### src/common/psram_consts.svh
/* Counts assume a 48 MHz clk. Step numbers must match the tables in the two engines,
   and config register 0 is written for read latency 3 */
`ifndef PSRAM_CONSTS_SVH
`define PSRAM_CONSTS_SVH

// Power-up wait, 150 us
`define PSRAM_STARTUP_CYCLES 7200
// Recovery after soft reset, 400 ns
`define PSRAM_RESET_CYCLES 20
// Read wave step to registered pad input
`define PSRAM_RD_DELAY 3

// Command bytes
`define PSRAM_CMD_RSTEN 8'h66
`define PSRAM_CMD_RST 8'h99
`define PSRAM_CMD_WREN 8'h06
`define PSRAM_CMD_WRREG 8'h71
`define PSRAM_CMD_RDMEM 8'hEE
`define PSRAM_CMD_WRMEM 8'hDE

// Config register 0, latency 3
`define PSRAM_CR0_VALUE 16'h8FEF
`define PSRAM_CR0_ADDR 32'h0000_0004

// Chain lengths and table step numbers
`define PSRAM_RST_STEPS 3
`define PSRAM_CFG_STEPS 8
`define PSRAM_WR_STEPS 18
`define PSRAM_RD_STEPS 15
`define PSRAM_LAT_STEP 3
`define PSRAM_WREADY_STEP 8
`define PSRAM_DATA_STEP 10
`define PSRAM_WR_BEATS 8
`define PSRAM_RD_BEATS 4

`endif

### src/common/psram_pkg.sv
/* Phase fields run 0 to 3 from the left, and an external 4x serializer sends
   them to the pads in that order */
`default_nettype none

package psram_pkg;

	// One clk cycle of pad outputs, 4 phases each
	typedef struct packed {
		logic [0:3] sclk;
		logic [0:3] cs;
		logic [0:3] dq_oe;
		logic [0:3][7:0] dq;
		logic rwds_oe;
	} psram_pad_out_t;

	// Engine output, le marks a read data step
	typedef struct packed {
		psram_pad_out_t pad;
		logic le;
	} psram_wave_t;

	// Two captured bytes per step, first byte on top
	typedef struct packed {
		logic rwds0;
		logic [7:0] data0;
		logic rwds1;
		logic [7:0] data1;
	} psram_pad_in_t;

	typedef enum logic [1:0] {
		CMD_RESET,
		CMD_CONFIG,
		CMD_WRITE,
		CMD_READ
	} psram_cmd_e;

	typedef struct packed {
		psram_cmd_e cmd;
		logic [24:0] addr;
	} psram_req_t;

	// Active step with chip select and sclk 0110
	// First byte on phases 0 and 1, second on phases 2 and 3
	function automatic psram_pad_out_t psram_step(input logic oe, input logic [7:0] b0,
		input logic [7:0] b1);
		psram_pad_out_t p;
		p = '0;
		p.sclk = 4'b0110;
		p.cs = 4'b1111;
		p.dq_oe = {4{oe}};
		p.dq = {b0, b0, b1, b1};
		return p;
	endfunction

endpackage

`default_nettype wire

### src/engine/psram_write_engine.sv
/* Reset, config and memory write commands. No write back-pressure: wvalid must be
   high on every wready cycle, and a beat goes out two steps after acceptance */
`timescale 1ns/1ps
`default_nettype none

module psram_write_engine import psram_pkg::*; (
	input wire logic clk,
	input wire logic reset,
	input wire logic req,
	input wire psram_req_t req_data,
	input wire logic [15:0] wdata,
	input wire logic wvalid,
	output logic ack,
	output logic wready,
	output psram_wave_t wave
);

`include "psram_consts.svh"

	localparam logic [31:0] CR0_ADDR = `PSRAM_CR0_ADDR;
	localparam logic [15:0] CR0_VAL = `PSRAM_CR0_VALUE;

	// One-hot step chains
	logic [0:`PSRAM_RST_STEPS-1] rst_sr;
	logic [0:`PSRAM_CFG_STEPS-1] cfg_sr;
	logic [0:`PSRAM_WR_STEPS-1] wr_sr;
	logic start;
	logic last_step;
	logic [31:0] wr_addr;
	logic [15:0] wd_q1;
	logic [15:0] wd_q2;
	psram_pad_out_t pad;

	// Idle means no step running and the previous ack released
	assign start = req && !ack && !(|rst_sr) && !(|cfg_sr) && !(|wr_sr);
	assign last_step = rst_sr[`PSRAM_RST_STEPS-1] || cfg_sr[`PSRAM_CFG_STEPS-1] ||
		wr_sr[`PSRAM_WR_STEPS-1];

	always_ff @(posedge clk) begin
		if (reset) begin
			rst_sr <= '0;
			cfg_sr <= '0;
			wr_sr <= '0;
			ack <= 1'b0;
		end else begin
			rst_sr <= {start && (req_data.cmd == CMD_RESET), rst_sr[0:`PSRAM_RST_STEPS-2]};
			cfg_sr <= {start && (req_data.cmd == CMD_CONFIG), cfg_sr[0:`PSRAM_CFG_STEPS-2]};
			wr_sr <= {start && (req_data.cmd == CMD_WRITE), wr_sr[0:`PSRAM_WR_STEPS-2]};
			if (last_step)
				ack <= 1'b1;
			else if (!req)
				ack <= 1'b0;
		end
	end

	////////////////////////////////////////////////////////////
	// Write data pacing
	////////////////////////////////////////////////////////////

	assign wready = |wr_sr[`PSRAM_WREADY_STEP +: `PSRAM_WR_BEATS];

	// Two-deep pipe, beat out on step s+2
	always_ff @(posedge clk) begin
		if (wready && wvalid)
			wd_q1 <= wdata;
		wd_q2 <= wd_q1;
	end

	// 16 byte aligned byte address
	assign wr_addr = {7'h00, req_data.addr[24:4], 4'h0};

	////////////////////////////////////////////////////////////
	// Step tables
	////////////////////////////////////////////////////////////

	always_comb begin
		pad = '0;
		// Reset enable, cs gap, reset
		if (rst_sr[0])
			pad |= psram_step(1'b1, `PSRAM_CMD_RSTEN, `PSRAM_CMD_RSTEN);
		if (rst_sr[2])
			pad |= psram_step(1'b1, `PSRAM_CMD_RST, `PSRAM_CMD_RST);
		// WREN, gap, register write, gap, WREN again
		if (cfg_sr[0] || cfg_sr[7])
			pad |= psram_step(1'b1, `PSRAM_CMD_WREN, `PSRAM_CMD_WREN);
		if (cfg_sr[2])
			pad |= psram_step(1'b1, `PSRAM_CMD_WRREG, `PSRAM_CMD_WRREG);
		if (cfg_sr[3])
			pad |= psram_step(1'b1, CR0_ADDR[31:24], CR0_ADDR[23:16]);
		if (cfg_sr[4])
			pad |= psram_step(1'b1, CR0_ADDR[15:8], CR0_ADDR[7:0]);
		if (cfg_sr[5])
			pad |= psram_step(1'b1, CR0_VAL[15:8], CR0_VAL[7:0]);
		// Memory write command and address
		if (wr_sr[0])
			pad |= psram_step(1'b1, `PSRAM_CMD_WRMEM, `PSRAM_CMD_WRMEM);
		if (wr_sr[1])
			pad |= psram_step(1'b1, wr_addr[31:24], wr_addr[23:16]);
		if (wr_sr[2])
			pad |= psram_step(1'b1, wr_addr[15:8], wr_addr[7:0]);
		// Latency, bus released
		for (int s = `PSRAM_LAT_STEP; s < `PSRAM_DATA_STEP; s++)
			if (wr_sr[s])
				pad |= psram_step(1'b0, 8'h00, 8'h00);
		// Data beats, high byte first, rwds driven as mask
		for (int s = `PSRAM_DATA_STEP; s < `PSRAM_WR_STEPS; s++)
			if (wr_sr[s]) begin
				pad |= psram_step(1'b1, wd_q2[15:8], wd_q2[7:0]);
				pad.rwds_oe = 1'b1;
			end
	end

	assign wave = '{pad: pad, le: 1'b0};

	// Master keeps data valid through the whole ready window
	a_wvalid_on_wready: assert property (@(posedge clk) disable iff (reset)
		wready |-> wvalid);

endmodule

`default_nettype wire

### src/engine/psram_read_engine.sv
/* Memory read of 8 bytes at an 8 byte aligned address, latency 3.
   le marks the 4 data steps; the phy lines them up with returning data */
`timescale 1ns/1ps
`default_nettype none

module psram_read_engine import psram_pkg::*; (
	input wire logic clk,
	input wire logic reset,
	input wire logic req,
	input wire psram_req_t req_data,
	output logic ack,
	output psram_wave_t wave
);

`include "psram_consts.svh"

	logic [0:`PSRAM_RD_STEPS-1] rd_sr;
	logic start;
	logic [31:0] rd_addr;
	psram_pad_out_t pad;

	// Only read requests start this chain
	assign start = req && !ack && !(|rd_sr) && (req_data.cmd == CMD_READ);

	always_ff @(posedge clk) begin
		if (reset) begin
			rd_sr <= '0;
			ack <= 1'b0;
		end else begin
			rd_sr <= {start, rd_sr[0:`PSRAM_RD_STEPS-2]};
			// Ack the cycle after the last step, release once req drops
			if (rd_sr[`PSRAM_RD_STEPS-1])
				ack <= 1'b1;
			else if (!req)
				ack <= 1'b0;
		end
	end

	assign rd_addr = {7'h00, req_data.addr[24:3], 3'b000};

	////////////////////////////////////////////////////////////
	// Step table
	////////////////////////////////////////////////////////////

	always_comb begin
		pad = '0;
		if (rd_sr[0])
			pad |= psram_step(1'b1, `PSRAM_CMD_RDMEM, `PSRAM_CMD_RDMEM);
		if (rd_sr[1])
			pad |= psram_step(1'b1, rd_addr[31:24], rd_addr[23:16]);
		if (rd_sr[2])
			pad |= psram_step(1'b1, rd_addr[15:8], rd_addr[7:0]);
		// Latency and data steps clock with dq released
		for (int s = `PSRAM_LAT_STEP; s < `PSRAM_RD_STEPS - 1; s++)
			if (rd_sr[s])
				pad |= psram_step(1'b0, 8'h00, 8'h00);
		// Last step deselects, all zero
	end

	assign wave = '{pad: pad, le: |rd_sr[`PSRAM_DATA_STEP +: `PSRAM_RD_BEATS]};

endmodule

`default_nettype wire

### src/source/psram_sequencer.sv
/* Runs power-up, reset and config, then serves one transfer at a time.
   Write wins over read when both address channels are valid */
`timescale 1ns/1ps
`default_nettype none

module psram_sequencer import psram_pkg::*; (
	input wire logic clk,
	input wire logic reset,
	input wire logic [24:0] awaddr,
	input wire logic awvalid,
	input wire logic [24:0] araddr,
	input wire logic arvalid,
	output logic awready,
	output logic arready,
	output logic bvalid,
	output logic psram_ready,
	output logic wr_req,
	output psram_req_t wr_req_data,
	input wire logic wr_ack,
	output logic rd_req,
	output psram_req_t rd_req_data,
	input wire logic rd_ack
);

`include "psram_consts.svh"

	localparam int DELAY_W = $clog2(`PSRAM_STARTUP_CYCLES + 1);

	typedef enum logic [2:0] {
		ST_STARTUP,
		ST_RESET,
		ST_RECOVER,
		ST_CONFIG,
		ST_READY,
		ST_WRITE,
		ST_READ,
		ST_DONE
	} seq_state_e;

	seq_state_e state;
	logic [DELAY_W-1:0] delay;
	logic launch_reset;
	logic launch_config;

	////////////////////////////////////////////////////////////
	// Launch conditions
	////////////////////////////////////////////////////////////

	assign launch_reset = (state == ST_STARTUP) && (delay == '0);
	// Recovery done and the reset ack already released
	assign launch_config = (state == ST_RECOVER) && (delay == '0) && !wr_ack;

	// Address handshakes only in ready
	assign awready = (state == ST_READY) && awvalid;
	assign arready = (state == ST_READY) && arvalid && !awvalid;

	////////////////////////////////////////////////////////////
	// Init order and dispatch
	////////////////////////////////////////////////////////////

	always_ff @(posedge clk) begin
		if (reset) begin
			state <= ST_STARTUP;
			delay <= DELAY_W'(`PSRAM_STARTUP_CYCLES);
			wr_req <= 1'b0;
			rd_req <= 1'b0;
			bvalid <= 1'b0;
			psram_ready <= 1'b0;
		end else begin
			bvalid <= 1'b0;
			// Free-running countdown, reloaded for recovery
			if (delay != '0)
				delay <= delay - 1'b1;
			case (state)
				ST_STARTUP: begin
					if (launch_reset) begin
						wr_req <= 1'b1;
						state <= ST_RESET;
					end
				end
				ST_RESET: begin
					if (wr_ack) begin
						wr_req <= 1'b0;
						delay <= DELAY_W'(`PSRAM_RESET_CYCLES);
						state <= ST_RECOVER;
					end
				end
				ST_RECOVER: begin
					if (launch_config) begin
						wr_req <= 1'b1;
						state <= ST_CONFIG;
					end
				end
				ST_CONFIG: begin
					if (wr_ack) begin
						wr_req <= 1'b0;
						psram_ready <= 1'b1;
						state <= ST_DONE;
					end
				end
				ST_READY: begin
					if (awready) begin
						wr_req <= 1'b1;
						state <= ST_WRITE;
					end else if (arready) begin
						rd_req <= 1'b1;
						state <= ST_READ;
					end
				end
				ST_WRITE: begin
					// Write response one cycle after ack
					if (wr_ack) begin
						wr_req <= 1'b0;
						bvalid <= 1'b1;
						state <= ST_DONE;
					end
				end
				ST_READ: begin
					if (rd_ack) begin
						rd_req <= 1'b0;
						state <= ST_DONE;
					end
				end
				// Wait for both acks low before the next request
				ST_DONE: begin
					if (!wr_ack && !rd_ack)
						state <= ST_READY;
				end
				default: state <= ST_STARTUP;
			endcase
		end
	end

	// Request payloads, loaded only at launch
	always_ff @(posedge clk) begin
		if (launch_reset)
			wr_req_data <= '{cmd: CMD_RESET, addr: '0};
		else if (launch_config)
			wr_req_data <= '{cmd: CMD_CONFIG, addr: '0};
		else if (awready)
			wr_req_data <= '{cmd: CMD_WRITE, addr: awaddr};
		if (arready)
			rd_req_data <= '{cmd: CMD_READ, addr: araddr};
	end

	// Request held with a fixed payload until the engine answers
	a_wr_req_hold: assert property (@(posedge clk) disable iff (reset)
		wr_req && !wr_ack |=> wr_req && $stable(wr_req_data));
	a_rd_req_hold: assert property (@(posedge clk) disable iff (reset)
		rd_req && !rd_ack |=> rd_req && $stable(rd_req_data));

endmodule

`default_nettype wire

### src/source/psram_phy.sv
/* Pad outputs are registered here, one wave per cycle. Read data is expected
   PSRAM_RD_DELAY cycles after its wave step, counted at the registered pad input */
`timescale 1ns/1ps
`default_nettype none

module psram_phy import psram_pkg::*; (
	input wire logic clk,
	input wire logic reset,
	input wire psram_wave_t wr_wave,
	input wire psram_wave_t rd_wave,
	input wire psram_pad_in_t pad_in,
	output psram_pad_out_t pad_out,
	output logic [17:0] rdata,
	output logic rvalid
);

`include "psram_consts.svh"

	psram_wave_t wave_or;
	psram_pad_in_t pad_in_q;
	// le delay line, top bit aligned with pad_in_q
	logic [`PSRAM_RD_DELAY-1:0] le_pipe;

	// Idle engines drive zeros, so OR merges them
	assign wave_or = wr_wave | rd_wave;

	////////////////////////////////////////////////////////////
	// Output register
	////////////////////////////////////////////////////////////

	always_ff @(posedge clk) begin
		if (reset)
			pad_out <= '0;
		else
			pad_out <= wave_or.pad;
	end

	////////////////////////////////////////////////////////////
	// Read capture
	////////////////////////////////////////////////////////////

	always_ff @(posedge clk) begin
		pad_in_q <= pad_in;
	end

	always_ff @(posedge clk) begin
		if (reset) begin
			le_pipe <= '0;
			rvalid <= 1'b0;
		end else begin
			le_pipe <= {le_pipe[`PSRAM_RD_DELAY-2:0], wave_or.le};
			rvalid <= le_pipe[`PSRAM_RD_DELAY-1];
		end
	end

	// Two bytes with their rwds bits per beat
	always_ff @(posedge clk) begin
		if (le_pipe[`PSRAM_RD_DELAY-1])
			rdata <= pad_in_q;
	end

	// Sequencer serializes commands, so chip select never comes from both
	a_single_cs: assert property (@(posedge clk) disable iff (reset)
		!((|wr_wave.pad.cs) && (|rd_wave.pad.cs)));

endmodule

`default_nettype wire

### src/source/psram_ctrl.sv
/* Octal PSRAM controller, 16M x 16, single clk. Write bursts of 8 beats, read bursts
   of 8 bytes; wvalid must be high during wready and read data has no back-pressure */
`timescale 1ns/1ps
`default_nettype none

module psram_ctrl import psram_pkg::*; (
	input wire logic clk,
	input wire logic reset,

	// Write address and data
	input wire logic [24:0] awaddr,
	input wire logic awvalid,
	output logic awready,
	input wire logic [15:0] wdata,
	input wire logic wvalid,
	output logic wready,
	output logic bvalid,

	// Read address and data
	input wire logic [24:0] araddr,
	input wire logic arvalid,
	output logic arready,
	output logic [17:0] rdata,
	output logic rvalid,

	output logic psram_ready,

	// Toward the 4x serializer
	output psram_pad_out_t pad_out,
	input wire psram_pad_in_t pad_in
);

	// Command launch channels
	logic wr_req;
	logic wr_ack;
	psram_req_t wr_req_data;
	logic rd_req;
	logic rd_ack;
	psram_req_t rd_req_data;

	// Per-engine waves, merged in the phy
	psram_wave_t wr_wave;
	psram_wave_t rd_wave;

	psram_sequencer psram_sequencer_i (
		.clk         (clk),
		.reset       (reset),
		.awaddr      (awaddr),
		.awvalid     (awvalid),
		.araddr      (araddr),
		.arvalid     (arvalid),
		.awready     (awready),
		.arready     (arready),
		.bvalid      (bvalid),
		.psram_ready (psram_ready),
		.wr_req      (wr_req),
		.wr_req_data (wr_req_data),
		.wr_ack      (wr_ack),
		.rd_req      (rd_req),
		.rd_req_data (rd_req_data),
		.rd_ack      (rd_ack)
	);

	psram_write_engine psram_write_engine_i (
		.clk      (clk),
		.reset    (reset),
		.req      (wr_req),
		.req_data (wr_req_data),
		.wdata    (wdata),
		.wvalid   (wvalid),
		.ack      (wr_ack),
		.wready   (wready),
		.wave     (wr_wave)
	);

	psram_read_engine psram_read_engine_i (
		.clk      (clk),
		.reset    (reset),
		.req      (rd_req),
		.req_data (rd_req_data),
		.ack      (rd_ack),
		.wave     (rd_wave)
	);

	psram_phy psram_phy_i (
		.clk     (clk),
		.reset   (reset),
		.wr_wave (wr_wave),
		.rd_wave (rd_wave),
		.pad_in  (pad_in),
		.pad_out (pad_out),
		.rdata   (rdata),
		.rvalid  (rvalid)
	);

endmodule

`default_nettype wire

### config.mk
export PLATFORM = sky130hd
export DESIGN_NAME = psram_ctrl
export DESIGN_NICKNAME = d
export VERILOG_FILES = /design/src/common/psram_pkg.sv /design/src/engine/psram_write_engine.sv /design/src/engine/psram_read_engine.sv /design/src/source/psram_sequencer.sv /design/src/source/psram_phy.sv /design/src/source/psram_ctrl.sv
export VERILOG_INCLUDE_DIRS = /design/src /design/src/common
export SDC_FILE = /design/constraint.sdc
export NUM_CORES = 1
export LEC_CHECK = 0
export BUFFER_PORTS_ARGS = -buffer_cell sky130_fd_sc_hd__buf_2
export CELL_PAD_IN_SITES_DETAIL_PLACEMENT = 1
export CELL_PAD_IN_SITES_GLOBAL_PLACEMENT = 1
export CORE_ASPECT_RATIO = 0.8
export CORE_MARGIN = 5
export CORE_UTILIZATION = 47
export DETAILED_ROUTE_END_ITERATION = 12
export PLACE_DENSITY_LB_ADDON = 0.1
export REMOVE_ABC_BUFFERS = 1
export SYNTH_ARGS = -nofsm -noshare
export SYNTH_HDL_FRONTEND = slang
export SYNTH_HIERARCHICAL = 1
export SYNTH_SLANG_ARGS = --single-unit
### constraint.sdc
create_clock -name clk -period 4.8 [get_ports clk]
set_input_delay 0 -clock clk [delete_from_list [all_inputs] [get_ports clk]]
set_output_delay 0 -clock clk [all_outputs]
set_load 0.01 [all_outputs]
== Yosys cells after proc, flatten, opt, wreduce, memory -nomap -nowiden ==
Cells that the tools add are included.

* Input bits: 89
* Output and inout port bits: 69
* Bits in registers: 235

* $add $sub $neg: 1
* Reductions and logical operators: 48
* Bitwise logic cells: 14
* Eq/ne operators: 22
* Muxes and demuxes: 67

{| class="wikitable"
|+ Operators by type and width
! cell !! count
|-
| $mux 44 || 27
|-
| $mux 45 || 12
|-
| $or 45x44->45 || 10
|-
| $or 44x44->44 || 2
|-
| $mux 26 || 2
|-
| $or 46x46->46 || 1
|-
| $mux 13 || 3
|-
| $mux 3 || 8
|-
| $pmux 3 s7 || 1
|-
| $ne 2x1->1 const B || 9
|-
| $reduce_or 18->1 || 1
|-
| $logic_and 1x1->1 || 17
|-
| $reduce_or 8->1 || 2
|-
| $reduce_or 15->1 || 1
|-
| $logic_not 13->1 || 1
|-
| $reduce_bool 13->1 || 1
|-
| $sub 13x1->13 const B || 1
|-
| $eq 3x3->1 const B || 4
|-
| $mux 1 || 12
|-
| $logic_not 1->1 || 7
|-
| $reduce_and 7->1 || 1
|-
| $eq 3x2->1 const B || 2
|-
| $ne 2x2->1 const B || 3
|-
| $reduce_or 2->1 || 3
|-
| other kinds (17) || 21
|}

== Logic depth before layout (Yosys ltp) ==
* Depth after elaboration: 36
* Depth in mapped cells: 8
* Depth with buffers taken out: 6

== Hierarchy ==
The synthesis kept the hierarchy.

{| class="wikitable"
|+ By module, submodules not included
! module !! cells each !! area an instance (um^2) !! times used
|-
| psram_sequencer || 282 || 2839.0 || 1
|-
| psram_phy || 139 || 2472.4 || 1
|-
| psram_write_engine || 188 || 2224.6 || 1
|-
| psram_read_engine || 87 || 847.1 || 1
|}

== Worst setup path after synthesis ==
Ideal clock, no wire load.

* Path type: register to register
* Start: register psram_sequencer_i.delay[4]
* End: register psram_sequencer_i.delay[11]
* Period minus slack after synthesis: 1908 ps
* Data required time: 4680 ps
* Stages on the path, launching flop included: 5
* Data arrival time: 1788 ps
* Slack: 2892 ps
* Path buffers: 0
* Cell sequence: dfxtp_1 or4_4 or3_4 o311a_1 a211o_1

* Cells in the longest elaborated chain, start to end: 4
* Elaborated cells on any way between the ends: 5
* Those cells by class: 1 x add/sub; 3 x mux; 1 x reduce/logical

{| class="wikitable"
|+ Ends and longest elaborated chain
! item !! RTL line !! text
|-
| start: declaration || psram_sequencer.sv:41 || <nowiki>logic [DELAY_W-1:0] delay;</nowiki>
|-
| start signal: assignment || psram_sequencer.sv:64 || <nowiki>delay <= DELAY_W'(`PSRAM_STARTUP_CYCLES);</nowiki>
|-
| start signal: assignment || psram_sequencer.sv:73 || <nowiki>delay <= delay - 1'b1;</nowiki>
|-
| start signal: assignment || psram_sequencer.sv:84 || <nowiki>delay <= DELAY_W'(`PSRAM_RESET_CYCLES);</nowiki>
|-
| $sub 13x1->13 or $reduce_bool 13->1 (tied branches) || psram_sequencer.sv:73, psram_sequencer.sv:72 ||
|-
| $mux 13 * || psram_sequencer.sv:72 || <nowiki>if (delay != '0)</nowiki>
|-
| $mux 13 || psram_sequencer.sv:82 || <nowiki>if (wr_ack) begin</nowiki>
|-
| $mux 13 * || psram_sequencer.sv:74 || <nowiki>case (state)</nowiki>
|}

Every way passes the cells marked *; elsewhere a longest branch is shown, timed or not.
A chain may end at the register's enable or synchronous reset.

== Worst setup path after layout ==
* Start: register psram_sequencer_i.delay[4]
* End: register psram_sequencer_i/wr_req_data[22] (netlist name)

* Cells in the longest elaborated chain, start to end: 4
* Elaborated cells on any way between the ends: 5
* Those cells by class: 5 x reduce/logical

{| class="wikitable"
|+ Ends and longest elaborated chain
! item !! RTL line !! text
|-
| $logic_not 13->1 * || psram_sequencer.sv:49, psram_sequencer.sv:51 ||
|-
| $logic_and 1x1->1 (2 in series) || psram_sequencer.sv:51 || <nowiki>assign launch_config = (state == ST_RECOVER) && (delay == '0) && !wr_ack;</nowiki>
|-
| $reduce_or 2->1 (no source line) * || -- ||
|}

Marked as above.

==> metrics <==
Worst Hold Class input port to flip-flop; hold depth 4; final cell count without fillers 1092; M1 GR Usage 26.4%; Avg Cell Area, Syn 12.1 um2; PortBufs 150; Reg clk slew, reported paths 0.06 ns; mean routed wirelength per cell 19.1 um; fin nets 941; vias per cell 5.13; gr busiest metal met2; Peak VDD IR 0.291 mV; Mapped Cells 677; die area 20100 um2; Post-Syn Area approximately 8200 um2; row count 43; final setup skew 0.0133 ns; DRC errors left 0; global-route wire length before repair ~33 mm; die width about 160 um; CTS Sinks between 200 and 250; initial antenna violation count 0; highest net fanout along the worst path 22; fill count 1793; area delta synth->final 24.4%; grt ovf 0; Worst Setup Path Type flip-flop to flip-flop; final max-slew violation count 0; gr usage total 20.6%; pin count of the biggest net entering global routing 66; Initial Util between 40 and 50%; CTS resizes 0; crit path launch type flip-flop; num ports 158; Worst-Skew Late Latency 0.51 ns; R2R cell count 4; die height 128 um; Inserted Clock Buffers 23; status finished, final reports clean; commonest cells after routing, fill and taps aside 172 x dfxtp_1, 150 x buf_2, 78 x dlygate4sd3_1; Initial DRC Count 249; vias in the first global route 5967; Max Cap Viol 0; Final GP Congestion 0.772; Max Fclk between 300 and 400 MHz; total routed wirelength between 20 and 25 mm; Worst EP required approximately 5.1 ns; detailed placement HPWL ~13 mm; Leak Pwr 4.26 nW; Slew headroom 22.7%; met2 Use GR 35.6%; Max Buffers Root-to-Sink 3; # diodes 0; CTS root buf clkbuf_16; CTS tree built; post-route setup TNS 0 ns; Placement Cell Area roughly 8600 um2; post-route clock period utilization a little under three fifths; share of post-route cells with drive strength above 1 28.4%; unrepaired setup endpoints after global routing no; count of final setup violators 0; core area roughly 17000 um2; H-tree levels 1; Synth Warn # 6; design area slightly above 10000 um2; global-route met3 utilization 3.81%; Setup Buffers After CTS 0; Cells after DPL ~1000; Tightest Pin Transition 1.16 ns; commonest non-fill, non-tap cell in the layout dfxtp_1; Pwr Density ~400 nW/um2; ANT nets after route 0; Initial DRT Pass Iterations 4; crit path time final ~2.8 ns; worst path arrival time 3.10 ns; critical path endpoint category flip-flop; Vias roughly 5600; Final Hold Viols 0
stage by stage:
step                total power [W]  setup WS, ns  utilization (%)  hold WS, ns
floorplan                   0.00217          2.75                -       0.0277
global placement            0.00223          2.21             50.2        0.104
detailed placement          0.00225          2.09             50.2        0.104
CTS                         0.00404          2.01             59.0       0.0605
global route                0.00417          1.80             59.0       0.0803
finish                      0.00401          2.04             59.0       0.0746
area by class of cell:
class / count / area (um2) / area share (%)
tap: 225 / 282 / 2.77
timing repair buffer: 230 / 1550 / 15.2
sequential: 228 / 5120 / 50.4
clock inverter: 9 / 92.6 / 0.911
multi-input combinational: 359 / 2440 / 24.0
clock buffer: 33 / 643 / 6.33
inverter: 8 / 30.0 / 0.296
path summary, 6_finish.rpt:
check / slack (ns) / end / from
setup / recovery: 2.04 / psram_sequencer_i/wr_req_data[22] / psram_sequencer_i/delay[4]
hold / removal: 0.07 / psram_sequencer_i/state[0] / arvalid
hold reg to reg: 0.34 / psram_write_engine_i/wd_q2[14] / psram_write_engine_i/wd_q1[14]
setup reg to reg: 2.04 / psram_sequencer_i/wr_req_data[22] / psram_sequencer_i/delay[4]
state kept, by name, summed over array words and instances (netlist names):
signal,flops
psram_read_engine_i/rd_sr,15
psram_sequencer_i/bvalid,1
psram_sequencer_i/rd_req,1
psram_sequencer_i/psram_ready,1
psram_sequencer_i/state,3
psram_write_engine_i/wr_sr,18
psram_phy_i/pad_in_q,18
psram_sequencer_i/wr_req,1
psram_sequencer_i/delay,13
psram_write_engine_i/cfg_sr,8
psram_read_engine_i/ack,1
psram_sequencer_i/rd_req_data,22
psram_write_engine_i/wd_q2,16
psram_phy_i/rvalid,1
psram_write_engine_i/wd_q1,16
psram_write_engine_i/ack,1
psram_phy_i/rdata,18
psram_sequencer_i/wr_req_data,23
psram_write_engine_i/rst_sr,3
psram_phy_i/pad_out,45
psram_phy_i/le_pipe,3
worst max-delay path, cell delays in order (launching register included):
cell and delay [ns]:
dfxtp_1 0.35, nor4_1 0.61, and3_1 0.62, and3_1 0.89
a21oi_1 0.10
report_power, final:
group / total [W] / leakage, nW / switching (W) / internal, W
Sequential: 0.00206 / 1.91 / 0.0000352 / 0.00202
Combinational: 0.000206 / 1.99 / 0.0000878 / 0.000118
Clock: 0.00175 / 0.358 / 0.000713 / 0.00104
layer usage:
metal	wire length, um	vias up
met5	0	-
met4	510	0
met3	1150	40
met2	10200	160
met1	9080	2729
li1	-	2674
timing repair:
item / in CTS / in global routing
endpoints found under the hold margin: 78 / 0
hold buffers: 78 / 0
setup endpoints to repair: 0 / 0
Note: power is estimated with default switching activity, not from simulation.
